<file path="src/include/addrgen_settings.svh">
/* Bus, vector length and command queue sizes of the address generator.
   Included by the packages, the RTL modules that size logic from it and the testbench */
`ifndef ADDRGEN_SETTINGS_SVH
`define ADDRGEN_SETTINGS_SVH

// Byte address width on AR/AW and in the command queue
`define ADDRGEN_ADDR_W 32

// Data bus of the memory side, 8 bytes wide
`define ADDRGEN_BUS_BYTES 8
// Must stay equal to log2 of ADDRGEN_BUS_BYTES
`define ADDRGEN_BUS_BYTES_LOG 3

// Element count of one vector request
`define ADDRGEN_VL_W 8

// Entries of the load/store command queue, also the initial credit count
`define ADDRGEN_QUEUE_DEPTH 4

`endif

</file>
<file path="src/hw/vmem_pkg.sv">
/* Types of the vector memory request as it enters the address generator.
   Imported by the request decoder, the burst generator and the top level */
`include "addrgen_settings.svh"

package vmem_pkg;

  // Vector memory operation kinds that are supported
  typedef enum logic [1:0] {
    OP_UNIT_LOAD    = 2'd0,
    OP_UNIT_STORE   = 2'd1,
    OP_STRIDE_LOAD  = 2'd2,
    OP_STRIDE_STORE = 2'd3
  } vmem_op_e;

  // Element width, encoded as log2 of the element byte count
  typedef enum logic [1:0] {
    EW8  = 2'd0,
    EW16 = 2'd1,
    EW32 = 2'd2,
    EW64 = 2'd3
  } vew_e;

  // Number of elements in one request
  typedef logic [`ADDRGEN_VL_W-1:0] vlen_t;
  // Byte distance between strided elements
  typedef logic [`ADDRGEN_ADDR_W-1:0] stride_t;

  // Request decoder FSM
  typedef enum logic [1:0] {
    DEC_IDLE,
    DEC_CHECK,
    DEC_ISSUE
  } dec_state_e;

endpackage

</file>
<file path="src/hw/axi_cmd_pkg.sv">
/* Types of the AR/AW address beats and of the load/store commands built from them.
   Imported by the burst generator, the command queue and the top level */
`include "addrgen_settings.svh"

package axi_cmd_pkg;

  // Byte address of a beat
  typedef logic [`ADDRGEN_ADDR_W-1:0] addr_t;

  // AXI burst length, number of beats minus one
  typedef logic [7:0] ax_len_t;

  // AXI size, log2 of the bytes per beat
  typedef logic [2:0] ax_size_t;

  // Queue credits, wide enough for a completely free queue
  typedef logic [$clog2(`ADDRGEN_QUEUE_DEPTH+1)-1:0] credit_t;

  // Burst generator FSM
  typedef enum logic [1:0] {
    BG_IDLE,
    BG_WIDTH,
    BG_ISSUE
  } burst_state_e;

endpackage

</file>
<file path="src/hw/vmem_req_decoder.sv">
/* Captures one vector memory request, checks element alignment and either rejects it
   or holds a descriptor for the burst generator until the last beat is issued */
`timescale 1ns/100ps

module vmem_req_decoder (
  input  logic                 clk_i,
  input  logic                 rst_ni,
  // Request side
  input  logic                 req_valid_i,
  input  vmem_pkg::vmem_op_e   req_op_i,
  input  axi_cmd_pkg::addr_t   req_addr_i,
  input  vmem_pkg::vlen_t      req_vl_i,
  input  vmem_pkg::vew_e       req_vew_i,
  input  vmem_pkg::stride_t    req_stride_i,
  output logic                 ack_o,
  output logic                 error_o,
  // Descriptor towards the burst generator
  output logic                 desc_valid_o,
  output axi_cmd_pkg::addr_t   desc_addr_o,
  output vmem_pkg::vlen_t      desc_vl_o,
  output vmem_pkg::vew_e       desc_vew_o,
  output vmem_pkg::stride_t    desc_stride_o,
  output logic                 desc_is_load_o,
  output logic                 desc_is_burst_o,
  input  logic                 desc_done_i
);
  import vmem_pkg::*;
  import axi_cmd_pkg::*;

  dec_state_e state_q, state_d;

  // Captured request
  vmem_op_e op_q;
  addr_t    addr_q;
  vlen_t    vl_q;
  vew_e     vew_q;
  stride_t  stride_q;

  logic     capture;
  logic     misaligned;

  assign capture = (state_q == DEC_IDLE) && req_valid_i;

  // Element alignment, the low vew address bits must be zero
  always_comb begin
    unique case (vew_q)
      EW8:     misaligned = 1'b0;
      EW16:    misaligned = addr_q[0];
      EW32:    misaligned = |addr_q[1:0];
      default: misaligned = |addr_q[2:0];
    endcase
  end

  ////////////////////////////////////////////////////////////////////////////
  // Control FSM
  always_comb begin
    state_d = state_q;
    ack_o   = 1'b0;
    error_o = 1'b0;
    unique case (state_q)
      DEC_IDLE: begin
        if (req_valid_i) begin
          state_d = DEC_CHECK;
        end
      end
      DEC_CHECK: begin
        // Bad request is answered right away, nothing reaches AR/AW
        if (misaligned) begin
          ack_o   = 1'b1;
          error_o = 1'b1;
          state_d = DEC_IDLE;
        end else begin
          state_d = DEC_ISSUE;
        end
      end
      DEC_ISSUE: begin
        // Ack coincides with the last beat
        if (desc_done_i) begin
          ack_o   = 1'b1;
          state_d = DEC_IDLE;
        end
      end
      default: state_d = DEC_IDLE;
    endcase
  end

  always_ff @(posedge clk_i or negedge rst_ni) begin
    if (!rst_ni) begin
      state_q <= DEC_IDLE;
    end else begin
      state_q <= state_d;
    end
  end

  always_ff @(posedge clk_i) begin
    if (capture) begin
      op_q     <= req_op_i;
      addr_q   <= req_addr_i;
      vl_q     <= req_vl_i;
      vew_q    <= req_vew_i;
      stride_q <= req_stride_i;
    end
  end

  // Descriptor stays stable for the whole issue phase
  assign desc_valid_o    = (state_q == DEC_ISSUE);
  assign desc_addr_o     = addr_q;
  assign desc_vl_o       = vl_q;
  assign desc_vew_o      = vew_q;
  assign desc_stride_o   = stride_q;
  assign desc_is_load_o  = (op_q == OP_UNIT_LOAD) || (op_q == OP_STRIDE_LOAD);
  assign desc_is_burst_o = (op_q == OP_UNIT_LOAD) || (op_q == OP_UNIT_STORE);

  ////////////////////////////////////////////////////////////////////////////
  // Requester obligations
  a_vl_nonzero : assert property (@(posedge clk_i) disable iff (!rst_ni)
    capture |-> (req_vl_i != '0));

  a_req_stable : assert property (@(posedge clk_i) disable iff (!rst_ni)
    req_valid_i && !ack_o |=> req_valid_i &&
      $stable({req_op_i, req_addr_i, req_vl_i, req_vew_i, req_stride_i}));

endmodule

</file>
<file path="src/hw/ax_burst_gen.sv">
/* Turns a decoded descriptor into AR or AW beats and pushes a copy of each beat
   into the command queue, under credit flow control and the channel ordering rule */
`timescale 1ns/100ps
`include "addrgen_settings.svh"

module ax_burst_gen (
  input  logic                   clk_i,
  input  logic                   rst_ni,
  // Descriptor from the decoder
  input  logic                   desc_valid_i,
  input  axi_cmd_pkg::addr_t     desc_addr_i,
  input  vmem_pkg::vlen_t        desc_vl_i,
  input  vmem_pkg::vew_e         desc_vew_i,
  input  vmem_pkg::stride_t      desc_stride_i,
  input  logic                   desc_is_load_i,
  input  logic                   desc_is_burst_i,
  output logic                   desc_done_o,
  // AR channel
  output logic                   ar_valid_o,
  output axi_cmd_pkg::addr_t     ar_addr_o,
  output axi_cmd_pkg::ax_len_t   ar_len_o,
  output axi_cmd_pkg::ax_size_t  ar_size_o,
  input  logic                   ar_ready_i,
  // AW channel
  output logic                   aw_valid_o,
  output axi_cmd_pkg::addr_t     aw_addr_o,
  output axi_cmd_pkg::ax_len_t   aw_len_o,
  output axi_cmd_pkg::ax_size_t  aw_size_o,
  input  logic                   aw_ready_i,
  // Command queue
  output logic                   push_o,
  output axi_cmd_pkg::addr_t     push_addr_o,
  output axi_cmd_pkg::ax_len_t   push_len_o,
  output axi_cmd_pkg::ax_size_t  push_size_o,
  output logic                   push_is_load_o,
  input  logic                   credit_i,
  input  logic                   head_valid_i,
  input  logic                   head_is_load_i
);
  import vmem_pkg::*;
  import axi_cmd_pkg::*;

  localparam credit_t max_credits = credit_t'(`ADDRGEN_QUEUE_DEPTH);

  burst_state_e state_q, state_d;
  credit_t      credits_q;

  // Running beat address and elements still to issue
  addr_t    addr_q;
  vlen_t    left_q;
  ax_len_t  len_q;
  ax_size_t size_q;

  logic [`ADDRGEN_BUS_BYTES_LOG-1:0] bus_off;
  logic [`ADDRGEN_VL_W+2:0]          byte_cnt;
  ax_size_t                          eff_size;
  logic ord_block, can_issue, ch_ready, fire, last_beat;

  ////////////////////////////////////////////////////////////////////////////
  // Effective beat width
  assign bus_off  = addr_q[`ADDRGEN_BUS_BYTES_LOG-1:0];
  // Total bytes of a unit-stride access
  assign byte_cnt = {3'b000, desc_vl_i} << desc_vew_i;

  // Stores off the bus grid shrink to the largest power of two the offset allows
  always_comb begin
    eff_size = ax_size_t'(`ADDRGEN_BUS_BYTES_LOG);
    if (!desc_is_load_i) begin
      // Lowest set bit wins, so scan from the top down
      for (int i = `ADDRGEN_BUS_BYTES_LOG-1; i >= 0; i--) begin
        if (bus_off[i]) begin
          eff_size = ax_size_t'(i);
        end
      end
    end
  end

  ////////////////////////////////////////////////////////////////////////////
  // Issue conditions
  // Wait while the queue head is a command of the other kind
  assign ord_block   = head_valid_i && (head_is_load_i != desc_is_load_i);
  assign can_issue   = (state_q == BG_ISSUE) && (credits_q != '0) && !ord_block;
  assign ch_ready    = desc_is_load_i ? ar_ready_i : aw_ready_i;
  assign fire        = can_issue && ch_ready;
  assign last_beat   = desc_is_burst_i || (left_q == vlen_t'(1));
  assign desc_done_o = fire && last_beat;

  always_comb begin
    state_d = state_q;
    unique case (state_q)
      BG_IDLE: begin
        if (desc_valid_i) begin
          state_d = BG_WIDTH;
        end
      end
      BG_WIDTH: state_d = BG_ISSUE;
      BG_ISSUE: begin
        if (desc_done_o) begin
          state_d = BG_IDLE;
        end
      end
      default: state_d = BG_IDLE;
    endcase
  end

  always_ff @(posedge clk_i or negedge rst_ni) begin
    if (!rst_ni) begin
      state_q   <= BG_IDLE;
      credits_q <= max_credits;
    end else begin
      state_q   <= state_d;
      // One credit back per pop, one spent per push
      credits_q <= credits_q + credit_t'(credit_i) - credit_t'(push_o);
    end
  end

  always_ff @(posedge clk_i) begin
    if ((state_q == BG_IDLE) && desc_valid_i) begin
      addr_q <= desc_addr_i;
      left_q <= desc_vl_i;
    end else if (fire) begin
      addr_q <= addr_q + desc_stride_i;
      left_q <= left_q - vlen_t'(1);
    end
    // Burst len is the beat count minus one, rounded up to whole beats
    if (state_q == BG_WIDTH) begin
      if (desc_is_burst_i) begin
        size_q <= eff_size;
        len_q  <= ax_len_t'((byte_cnt - 1'b1) >> eff_size);
      end else begin
        // Strided beats carry a single element
        size_q <= ax_size_t'(desc_vew_i);
        len_q  <= '0;
      end
    end
  end

  ////////////////////////////////////////////////////////////////////////////
  // Channel and queue outputs
  assign ar_valid_o     = can_issue && desc_is_load_i;
  assign ar_addr_o      = addr_q;
  assign ar_len_o       = len_q;
  assign ar_size_o      = size_q;
  assign aw_valid_o     = can_issue && !desc_is_load_i;
  assign aw_addr_o      = addr_q;
  assign aw_len_o       = len_q;
  assign aw_size_o      = size_q;

  assign push_o         = fire;
  assign push_addr_o    = addr_q;
  assign push_len_o     = len_q;
  assign push_size_o    = size_q;
  assign push_is_load_o = desc_is_load_i;

  // Queue only returns credits it was given
  a_credit_max : assert property (@(posedge clk_i) disable iff (!rst_ni)
    credits_q <= max_credits);

endmodule

</file>
<file path="src/hw/lsu_cmd_queue.sv">
/* Circular command FIFO between the burst generator and the load/store unit.
   Every pop returns one credit to the burst generator */
`timescale 1ns/100ps
`include "addrgen_settings.svh"

module lsu_cmd_queue #(
  parameter int unsigned depth = `ADDRGEN_QUEUE_DEPTH
) (
  input  logic                   clk_i,
  input  logic                   rst_ni,
  input  logic                   push_i,
  input  axi_cmd_pkg::addr_t     push_addr_i,
  input  axi_cmd_pkg::ax_len_t   push_len_i,
  input  axi_cmd_pkg::ax_size_t  push_size_i,
  input  logic                   push_is_load_i,
  output logic                   cmd_valid_o,
  output axi_cmd_pkg::addr_t     cmd_addr_o,
  output axi_cmd_pkg::ax_len_t   cmd_len_o,
  output axi_cmd_pkg::ax_size_t  cmd_size_o,
  output logic                   cmd_is_load_o,
  input  logic                   cmd_pop_i,
  output logic                   credit_o
);
  import axi_cmd_pkg::*;

  localparam int unsigned ptr_w = (depth > 1) ? $clog2(depth) : 1;
  localparam int unsigned cnt_w = $clog2(depth + 1);

  // Storage
  addr_t    addr_mem [depth];
  ax_len_t  len_mem  [depth];
  ax_size_t size_mem [depth];
  logic     load_mem [depth];

  logic [ptr_w-1:0] wr_ptr_q, rd_ptr_q;
  logic [cnt_w-1:0] count_q;
  logic full, wr_en, rd_en;

  // Wrap at depth, which need not be a power of two
  function automatic logic [ptr_w-1:0] next_ptr(input logic [ptr_w-1:0] ptr);
    if (ptr == ptr_w'(depth - 1)) begin
      return '0;
    end
    return ptr + 1'b1;
  endfunction

  assign full        = (count_q == cnt_w'(depth));
  assign cmd_valid_o = (count_q != '0);
  assign wr_en       = push_i && !full;
  assign rd_en       = cmd_pop_i && cmd_valid_o;
  assign credit_o    = rd_en;

  always_ff @(posedge clk_i or negedge rst_ni) begin
    if (!rst_ni) begin
      wr_ptr_q <= '0;
      rd_ptr_q <= '0;
      count_q  <= '0;
    end else begin
      if (wr_en) begin
        wr_ptr_q <= next_ptr(wr_ptr_q);
      end
      if (rd_en) begin
        rd_ptr_q <= next_ptr(rd_ptr_q);
      end
      count_q <= count_q + cnt_w'(wr_en) - cnt_w'(rd_en);
    end
  end

  always_ff @(posedge clk_i) begin
    if (wr_en) begin
      addr_mem[wr_ptr_q] <= push_addr_i;
      len_mem[wr_ptr_q]  <= push_len_i;
      size_mem[wr_ptr_q] <= push_size_i;
      load_mem[wr_ptr_q] <= push_is_load_i;
    end
  end

  // Head entry
  assign cmd_addr_o    = addr_mem[rd_ptr_q];
  assign cmd_len_o     = len_mem[rd_ptr_q];
  assign cmd_size_o    = size_mem[rd_ptr_q];
  assign cmd_is_load_o = load_mem[rd_ptr_q];

  // Credit scheme upstream must keep the queue from overflowing
  a_no_overflow : assert property (@(posedge clk_i) disable iff (!rst_ni)
    push_i |-> !full);

  a_no_underflow : assert property (@(posedge clk_i) disable iff (!rst_ni)
    cmd_pop_i |-> cmd_valid_o);

endmodule

</file>
<file path="src/hw/addrgen_top.sv">
/* Vector load/store address generator top level.
   Connects the request decoder, the AR/AW burst generator and the command queue */
`timescale 1ns/100ps

module addrgen_top (
  input  logic                   clk_i,
  input  logic                   rst_ni,
  // Vector memory request
  input  logic                   req_valid_i,
  input  vmem_pkg::vmem_op_e     req_op_i,
  input  axi_cmd_pkg::addr_t     req_addr_i,
  input  vmem_pkg::vlen_t        req_vl_i,
  input  vmem_pkg::vew_e         req_vew_i,
  input  vmem_pkg::stride_t      req_stride_i,
  output logic                   ack_o,
  output logic                   error_o,
  // AR channel
  output logic                   ar_valid_o,
  output axi_cmd_pkg::addr_t     ar_addr_o,
  output axi_cmd_pkg::ax_len_t   ar_len_o,
  output axi_cmd_pkg::ax_size_t  ar_size_o,
  input  logic                   ar_ready_i,
  // AW channel
  output logic                   aw_valid_o,
  output axi_cmd_pkg::addr_t     aw_addr_o,
  output axi_cmd_pkg::ax_len_t   aw_len_o,
  output axi_cmd_pkg::ax_size_t  aw_size_o,
  input  logic                   aw_ready_i,
  // Commands to the load/store unit
  output logic                   cmd_valid_o,
  output axi_cmd_pkg::addr_t     cmd_addr_o,
  output axi_cmd_pkg::ax_len_t   cmd_len_o,
  output axi_cmd_pkg::ax_size_t  cmd_size_o,
  output logic                   cmd_is_load_o,
  input  logic                   cmd_pop_i
);
  import vmem_pkg::*;
  import axi_cmd_pkg::*;

  // Decoder to burst generator
  logic     desc_valid, desc_is_load, desc_is_burst, desc_done;
  addr_t    desc_addr;
  vlen_t    desc_vl;
  vew_e     desc_vew;
  stride_t  desc_stride;

  // Burst generator to queue
  logic     push, push_is_load, credit;
  addr_t    push_addr;
  ax_len_t  push_len;
  ax_size_t push_size;

  vmem_req_decoder i_decoder (
    .clk_i           (clk_i),
    .rst_ni          (rst_ni),
    .req_valid_i     (req_valid_i),
    .req_op_i        (req_op_i),
    .req_addr_i      (req_addr_i),
    .req_vl_i        (req_vl_i),
    .req_vew_i       (req_vew_i),
    .req_stride_i    (req_stride_i),
    .ack_o           (ack_o),
    .error_o         (error_o),
    .desc_valid_o    (desc_valid),
    .desc_addr_o     (desc_addr),
    .desc_vl_o       (desc_vl),
    .desc_vew_o      (desc_vew),
    .desc_stride_o   (desc_stride),
    .desc_is_load_o  (desc_is_load),
    .desc_is_burst_o (desc_is_burst),
    .desc_done_i     (desc_done)
  );

  // Queue head feeds back for the ordering rule
  ax_burst_gen i_burst_gen (
    .clk_i           (clk_i),
    .rst_ni          (rst_ni),
    .desc_valid_i    (desc_valid),
    .desc_addr_i     (desc_addr),
    .desc_vl_i       (desc_vl),
    .desc_vew_i      (desc_vew),
    .desc_stride_i   (desc_stride),
    .desc_is_load_i  (desc_is_load),
    .desc_is_burst_i (desc_is_burst),
    .desc_done_o     (desc_done),
    .ar_valid_o      (ar_valid_o),
    .ar_addr_o       (ar_addr_o),
    .ar_len_o        (ar_len_o),
    .ar_size_o       (ar_size_o),
    .ar_ready_i      (ar_ready_i),
    .aw_valid_o      (aw_valid_o),
    .aw_addr_o       (aw_addr_o),
    .aw_len_o        (aw_len_o),
    .aw_size_o       (aw_size_o),
    .aw_ready_i      (aw_ready_i),
    .push_o          (push),
    .push_addr_o     (push_addr),
    .push_len_o      (push_len),
    .push_size_o     (push_size),
    .push_is_load_o  (push_is_load),
    .credit_i        (credit),
    .head_valid_i    (cmd_valid_o),
    .head_is_load_i  (cmd_is_load_o)
  );

  lsu_cmd_queue i_cmd_queue (
    .clk_i          (clk_i),
    .rst_ni         (rst_ni),
    .push_i         (push),
    .push_addr_i    (push_addr),
    .push_len_i     (push_len),
    .push_size_i    (push_size),
    .push_is_load_i (push_is_load),
    .cmd_valid_o    (cmd_valid_o),
    .cmd_addr_o     (cmd_addr_o),
    .cmd_len_o      (cmd_len_o),
    .cmd_size_o     (cmd_size_o),
    .cmd_is_load_o  (cmd_is_load_o),
    .cmd_pop_i      (cmd_pop_i),
    .credit_o       (credit)
  );

endmodule

</file>
<file path="config.mk">
export PLATFORM = sky130hd
export DESIGN_NAME = addrgen_top
export DESIGN_NICKNAME = d
export VERILOG_FILES = /design/src/hw/vmem_pkg.sv /design/src/hw/axi_cmd_pkg.sv /design/src/hw/vmem_req_decoder.sv /design/src/hw/ax_burst_gen.sv /design/src/hw/lsu_cmd_queue.sv /design/src/hw/addrgen_top.sv
export VERILOG_INCLUDE_DIRS = /design/src /design/src/include
export SDC_FILE = /design/constraint.sdc
export NUM_CORES = 1
export LEC_CHECK = 0
export ABC_AREA = 0
export BUFFER_PORTS_ARGS = -buffer_cell sky130_fd_sc_hd__buf_4
export CAP_MARGIN = 20
export CORE_MARGIN = 2
export CORE_UTILIZATION = 35
export CTS_CLUSTER_SIZE = 14
export DETAILED_ROUTE_END_ITERATION = 8
export GPL_TIMING_DRIVEN = 0
export PLACE_DENSITY = 0.6
export RECOVER_POWER = 100
export SLEW_MARGIN = 25
export SYNTH_ARGS = -nofsm -noshare
export SYNTH_HDL_FRONTEND = slang
export SYNTH_SLANG_ARGS = --single-unit
</file>
<file path="constraint.sdc">
create_clock -name clk_i -period 4.05 [get_ports clk_i]
set_input_delay 0.2025 -clock clk_i [delete_from_list [all_inputs] [get_ports clk_i]]
set_output_delay 0.2025 -clock clk_i [all_outputs]
set_load 0.02 [all_outputs]
</file>
After elaboration in Yosys (flattened, before gate mapping)
Memories as Yosys holds them, arrays and structs flattened.
Cells that the tools add are included.
{"block": "word_totals", "mem_bits_ro": 0, "word_cells": 107, "latchBits": 0, "reg_bits": 141, "input_bits": 82, "n_memories": 4, "output_inout_bits": 135, "mem_bits_rw": 176}
{"name": "i_cmd_queue.addr_mem", "words": 4, "word_bits": 32, "read_ports": 1, "rd_ports_with_merged_regs": 0, "wr": 1, "line": "lsu_cmd_queue.sv:30", "text": "addr_t addr_mem [depth];"}
{"name": "i_cmd_queue.len_mem", "words": 4, "word_bits": 8, "read_ports": 1, "rd_ports_with_merged_regs": 0, "wr": 1, "line": "lsu_cmd_queue.sv:31", "text": "ax_len_t len_mem [depth];"}
{"name": "i_cmd_queue.size_mem", "words": 4, "word_bits": 3, "read_ports": 1, "rd_ports_with_merged_regs": 0, "wr": 1, "line": "lsu_cmd_queue.sv:32", "text": "ax_size_t size_mem [depth];"}
{"name": "i_cmd_queue.load_mem", "words": 4, "word_bits": 1, "read_ports": 1, "rd_ports_with_merged_regs": 0, "wr": 1, "line": "lsu_cmd_queue.sv:33", "text": "logic load_mem [depth];"}
{"block": "op_classes", "n_mul": 0, "muxes": 31, "bitwise": 0, "n_lt_le_gt_ge": 0, "n_div": 0, "n_shift": 2, "reduce_logical": 28, "addsub": 9, "n_eq_ne": 17}
{"cell": "$mux 32", "count": 2}
{"cell": "$add 32x32->32", "count": 1}
{"cell": "$mux 2", "count": 12}
{"cell": "$mux 8", "count": 2}
{"cell": "$eq 2x2->1 const B", "count": 6}
{"cell": "$pmux 2 s3", "count": 2}
{"cell": "$logic_and 1x1->1", "count": 11}
{"cell": "$mux 1", "count": 11}
{"cell": "$shl 8x2->11", "count": 1}
{"cell": "$shr 11x3->8", "count": 1}
{"cell": "$sub 11x1->11 const B", "count": 1}
{"cell": "$eq 2x1->1 const B", "count": 4}
{"cell": "$eq 8x1->1 const B", "count": 1}
{"cell": "$logic_not 2->1", "count": 4}
{"cell": "$sub 8x1->8 const B", "count": 1}
{"cell": "$add 3x1->3", "count": 2}
{"cell": "$ne 2x2->1 const B", "count": 3}
{"cell": "$reduce_bool 3->1", "count": 2}
{"cell": "$sub 3x1->3", "count": 2}
{"cell": "$add 2x1->2 const B", "count": 2}
{"cell": "$reduce_and 2->1", "count": 2}
{"cell": "$eq 3x3->1 const B", "count": 1}
{"cell": "$logic_not 1->1", "count": 3}
{"cell": "$logic_or 1x1->1", "count": 3}
{"cell": "7 further kinds", "count": 7}

Logic depth before layout (Yosys ltp)
{"block": "logic_depth", "ltp_word": 10, "ltp_mapped": 12, "depth_no_buf": 12}

Hierarchy
A second synthesis with hierarchy kept.
{"block": "hier_totals", "cells_unflattened": 1064, "area_unflattened_um2": 15107.0}
{"mod": "lsu_cmd_queue", "n_inst": 1, "cells_per_inst": 273, "area_per_inst_um2": 6882.9, "seq_area_each_um2": 5460.2}
{"mod": "ax_burst_gen", "n_inst": 1, "cells_per_inst": 692, "area_per_inst_um2": 5729.2, "seq_area_each_um2": 1627.8}
{"mod": "vmem_req_decoder", "n_inst": 1, "cells_per_inst": 99, "area_per_inst_um2": 2494.9, "seq_area_each_um2": 2332.2}

Worst setup path after synthesis
Ideal clock, no wire load.
{"block": "synth_timing", "path_kind": "register -> register", "startpoint": "reg i_cmd_queue.rd_ptr_q[0]", "endpoint": "mem i_cmd_queue.addr_mem[3][0] in the netlist's numbering, enable pin", "setup_time_ns": 0.405, "n_path_buf": 1, "path_stages_with_launch": 8, "arrival_ns": 2.956, "synth_period_minus_slack_ns": 3.360, "setup_slack_ns": 0.690, "required_time_ns": 3.645, "cell_sequence": "dfrtp_1 buf_2 mux4_2 nand2_1 and3_1 o21bai_1 a21oi_1 and2_1"}
{"block": "synth_via", "elab_chain_len": 9}
{"element": "start: declaration", "line": "lsu_cmd_queue.sv:35", "text": "logic [ptr_w-1:0] wr_ptr_q, rd_ptr_q;"}
{"element": "start signal: assignment", "line": "lsu_cmd_queue.sv:63", "text": "rd_ptr_q <= next_ptr(rd_ptr_q);"}
{"element": "$mem_v2 4x1"}
{"element": "net cmd_is_load_o", "line": "addrgen_top.sv:34", "text": "output logic cmd_is_load_o,"}
{"element": "$ne 1x1->1", "line": "ax_burst_gen.sv:81", "text": "assign ord_block = head_valid_i && (head_is_load_i != desc_is_load_i);"}
{"element": "$logic_and 1x1->1", "line": "ax_burst_gen.sv:81"}
{"element": "$logic_not 1->1", "line": "ax_burst_gen.sv:82", "text": "assign can_issue = (state_q == BG_ISSUE) && (credits_q != '0) && !ord_block;"}
{"element": "$logic_and 1x1->1", "line": "ax_burst_gen.sv:82"}
{"element": "$logic_and 1x1->1", "line": "ax_burst_gen.sv:84", "text": "assign fire = can_issue && ch_ready;"}
{"element": "$logic_and 1x1->1", "line": "lsu_cmd_queue.sv:49", "text": "assign wr_en = push_i && !full;"}
{"element": "$mux 1", "line": "lsu_cmd_queue.sv:70", "text": "if (wr_en) begin"}
{"element": "$mux 1 (not written as such)", "line": "lsu_cmd_queue.sv:71", "text": "addr_mem[wr_ptr_q] <= push_addr_i;"}
{"element": "end: declaration", "line": "lsu_cmd_queue.sv:30"}
The timed path passes the listed nets, and every way through them passes these cells.

Worst setup path after layout
{"block": "layout_timing", "startpoint": "reg i_cmd_queue.rd_ptr_q[1]", "endpoint": "mem i_cmd_queue.addr_mem[3][13] in the netlist's numbering, enable pin"}
{"block": "layout_via", "elab_chain_len": 9}
{"element": "$mem_v2 4x1"}
{"element": "$ne 1x1->1", "line": "ax_burst_gen.sv:81"}
{"element": "$logic_and 1x1->1", "line": "ax_burst_gen.sv:81"}
{"element": "$logic_not 1->1", "line": "ax_burst_gen.sv:82"}
{"element": "$logic_and 1x1->1", "line": "ax_burst_gen.sv:82"}
{"element": "$logic_and 1x1->1", "line": "ax_burst_gen.sv:84"}
{"element": "$logic_and 1x1->1", "line": "lsu_cmd_queue.sv:49"}
{"element": "$mux 1", "line": "lsu_cmd_queue.sv:70"}
{"element": "$mux 1 (not written as such)", "line": "lsu_cmd_queue.sv:71"}
Every way passes these cells.

==> flow_metrics.env <==
export IMPL_max_root_sink_buffers=3
export IMPL_synth_seq_area_share=0.665
export IMPL_worst_ir_drop_vdd_mv=0.454
export IMPL_timing_reg2reg_worst_path_depth=8
export IMPL_power_clock_fraction=0.236
export IMPL_drt_wl_total_mm=33.9
export IMPL_async_reset_ff_frac=0.0449
export IMPL_power_share_switching=0.363
export IMPL_finalWeightedCongestion=0.855
export IMPL_place_detailed_hpwl_mm=23.7
export IMPL_highest_clock_rate_mhz=270
export IMPL_seqPwrFrac=0.376
export IMPL_dieWidth_um=204
export IMPL_hold_path_depth=4
export IMPL_via_count_of_the_first_global_routing_pass=8851
export IMPL_grt_usage=0.164
export IMPL_antenna_found_initial=0
export IMPL_drc_errors=0
export IMPL_clk_pin_slew_ns=0.06
export IMPL_final_net_count=1381
export IMPL_grt_first_pass_wirelength_mm=51.3
export IMPL_grt_use_met2=0.269
export IMPL_timing_hold_violations_final=0
export IMPL_top_level_port_count=217
export IMPL_drtAntennaViolNets=0
export IMPL_relSlewSlack=-0.652
export IMPL_worst_min_delay_path_class="primary input to flop"
export IMPL_ys_top_cells_by_area="edfxtp_1 (64%), mux4_2 (7.2%), ha_1 (4.1%)"
export IMPL_drtPass1Iterations=5
export IMPL_launching_point_of_the_worst_reg2reg_path="i_cmd_queue.rd_ptr_q[1]$_DFFE_PN0P_"
export IMPL_netSwitchingPower_uw=4800
export IMPL_cts_inserted_buffers=35
export IMPL_grt_residual_overflow=0
export IMPL_syn_area_um2=14000
export IMPL_minimum_period_implied_by_the_final_worst_setup_slack_ns=3.71
export IMPL_synthCells=916
export IMPL_tritoncts="done"
export IMPL_yosys_register_bits=312
export IMPL_timing_rr_end="i_cmd_queue.addr_mem[3][13]$_DFFE_PP_"
export IMPL_die_area_um2=41600
export IMPL_post_route_period_util=0.916
export IMPL_setup_repair_after_global_routing_missed_its_margin="false"
export IMPL_path_max_fanout=33
export IMPL_holdPathEnd="i_decoder.state_q[0]$_DFFE_PN0P_"
export IMPL_tightest_pin_transition_ns=2.48
export IMPL_synth_largest_area_cell="edfxtp_1"
export IMPL_fin_util=0.452
export IMPL_die_height_um=204
export IMPL_p_comb_frac=0.388
export IMPL_cts_root_buf="clkbuf_16"
export IMPL_worst_ep_required_time_ns=4.26
export IMPL_via_per_inst=4.87
export IMPL_worst_clock_skew_on_the_final_layout_ns=0.0184
export IMPL_power_static_leakage_uw=0.00647
export IMPL_areaGrowthSynthToFinish_pct=27.8
export IMPL_fin_total_pwr_uw=13200
export IMPL_worst_setup_path_start_kind="flop"
export IMPL_placed_cell_area_um2=16400
export IMPL_setup_reg_to_reg_worst_slack_ns=0.34
export IMPL_starting_density_of_the_core=0.354
export IMPL_timing_critical_path_arrival_ns=3.92
export IMPL_placementRows=73
export IMPL_run_status="complete, but fails checks"
export IMPL_setup_worst_path_class="flop to flop"
export IMPL_cts_setup_buffers=0
export IMPL_setup_violations=0
export IMPL_clock_latency_ns=0.54
export IMPL_layout_cell_area_non_filler_um2=17900
export IMPL_placeableCoreArea_um2=39500
export IMPL_postSynthAreaPerCell_um2=15.3
export IMPL_cts_resized_gates=0
export IMPL_synth_edf_count=298
export IMPL_largest_net_degree_at_the_start_of_global_routing=46
export IMPL_synth_top_cells_by_count="edfxtp_1 (298), nand2_1 (57), a21oi_1 (52), nor2_1 (52), ha_1 (46)"
export IMPL_cap_violations=1
export IMPL_timing_final_max_slew_violations=32
export IMPL_most_instantiated_library_cell_after_synthesis="edfxtp_1"
export IMPL_wl_per_cell_um=18.8
export IMPL_grt_use_met3=0.0301
export IMPL_top_ff_cell_synth="edfxtp_1"
export IMPL_yosys_cell_types_count=71
export IMPL_num_antenna_cells=0
export IMPL_power_density_nw_per_um2=739
export IMPL_cts_htree_levels=2
export IMPL_busiest_layer="met2"
export IMPL_yosysWarnings=0
export IMPL_vias=8779
export IMPL_endpoint_kind="flop"
export IMPL_timing_hold_worst_start="req_valid_i"
export IMPL_internal_power_uw=8420
export IMPL_cts_sink_count=312
export IMPL_synth_largest_type_area_fraction=0.640
export IMPL_buffer_ports_inserted=213
export IMPL_violations="max-capacitance violations, max-slew violations"
export IMPL_grt_use_met1=0.220
export IMPL_drive_gt1_frac=0.219
export IMPL_initialDrtViolationCount=482
power by group through the flow:
| stage | Combinational [µW] | Clock [µW] | Sequential, µW |
|---|---|---|---|
| after floorplan | 3480 | 0 | 5040 |
| after global placement | 5370 | 0 | 5070 |
| after detailed placement | 5460 | 0 | 5050 |
| after CTS | 5550 | 3210 | 4990 |
| after global routing | 5640 | 3320 | 5060 |
| final | 5130 | 3120 | 4980 |
cell families (layout without fill, tap and decap cells):
logic type      after synthesis  in the layout  share of synthesized area
compound gates              171            171                     0.0774
mux                          59             59                     0.0845
buf+inv                     106            464                     0.0411
flops                       312            312                      0.665
simple gates                176            176                     0.0602
other cells                   1              3                   0.000268
xor+xnor                     42             42                     0.0263
fa+ha+maj                    49             49                     0.0454
flip-flops by register name, summed over array words and instances, names as in the netlist:
| register | cells |
|---|---|
| i_burst_gen.state_q | 2 |
| i_burst_gen.ar_addr_o | 32 |
| i_cmd_queue.addr_mem | 128 |
| i_cmd_queue.load_mem | 4 |
| i_decoder.desc_vl_o | 8 |
| i_burst_gen.ar_size_o | 2 |
| i_cmd_queue.len_mem | 32 |
| i_burst_gen.credits_q | 3 |
| i_burst_gen.ar_len_o | 8 |
| i_cmd_queue.size_mem | 8 |
| i_burst_gen.left_q | 8 |
| i_cmd_queue.rd_ptr_q | 2 |
| i_cmd_queue.wr_ptr_q | 2 |
| i_decoder.desc_addr_o | 32 |
| i_decoder.desc_stride_o | 32 |
| i_decoder.desc_vew_o | 2 |
| i_decoder.state_q | 2 |
| i_decoder.op_q | 2 |
| i_cmd_queue.count_q | 3 |
worst max path at each step:
stage	start	end	slack [ns]
after floorplan	i_cmd_queue.rd_ptr_q[0]$_DFFE_PN0P_	i_cmd_queue.addr_mem[3][0]$_DFFE_PP_	0.69
after global placement	i_cmd_queue.rd_ptr_q[1]$_DFFE_PN0P_	i_cmd_queue.addr_mem[3][20]$_DFFE_PP_	-0.73
after detailed placement	i_burst_gen.ar_addr_o[0]$_DFFE_PP_	i_burst_gen.ar_addr_o[24]$_DFFE_PP_	0.40
after CTS	i_burst_gen.ar_addr_o[0]$_DFFE_PP_	i_burst_gen.ar_addr_o[24]$_DFFE_PP_	0.36
after global routing	i_burst_gen.ar_addr_o[0]$_DFFE_PP_	i_burst_gen.ar_addr_o[24]$_DFFE_PP_	0.06
final	i_cmd_queue.rd_ptr_q[1]$_DFFE_PN0P_	i_cmd_queue.addr_mem[3][13]$_DFFE_PP_	0.34
layout make-up:
cell class	count	area (µm²)
Multi-Input combinational cell	500	4120
Timing Repair Buffer	295	2110
Fill cell	3621	21700
Buffer	73	442
Tap cell	525	657
Sequential cell	312	9300
Clock buffer	45	955
Inverter	33	124
Clock inverter	18	175
metal layers:
layer / vias up / part of all wire / routed length [µm]
li1: 4158 / - / -
met1: 4352 / 0.45 / 15400
met2: 218 / 0.47 / 16100
met3: 51 / 0.046 / 1550
met4: 0 / 0.025 / 844
met5: - / 0 / 0
critical path: stages (launching register included):
cell and delay (ns):
dfrtp_1 0.34, clkbuf_1 0.52, mux4_2 0.46, nand2_1 0.09, and3_1 0.15, o21bai_1 0.21
a21oi_1 0.51, and2_1 0.76, buf_12 0.32
through the flow:
step | setup WS (ns) | std cells | hold WS [ns] | setup TNS, ns
after floorplan | 0.690 | 918 | -0.0931 | 0
final | 0.340 | 1801 | 0.0654 | 0
after detailed placement | 0.396 | 1661 | 0.0727 | 0
after global placement | -0.726 | 1656 | 0.0750 | -141.94
after CTS | 0.362 | 1801 | 0.0208 | 0
after global routing | 0.0558 | 1801 | 0.113 | 0
what timing repair did:
action / CTS / global route
hold buffers: 77 / 0
setup endpoints to repair: 0 / 0
hold endpoints to repair: 90 / 0
layout by cell type (no fill, tap or decap), drive strengths merged, types with 9 or more instances in the layout:
cell type / instances
a211oi: 10
a21o: 14
a21oi: 52
and2: 10
buf: 63
clkbuf: 273
clkinv: 12
dfrtp: 13
dlygate4sd3: 77
edfxtp: 298
ha: 46
inv: 34
mux4: 46
nand2: 57
nor2: 53
nor3: 9
o21ai: 42
xnor2: 23
xor2: 19
(Power assumes the default switching activity.)
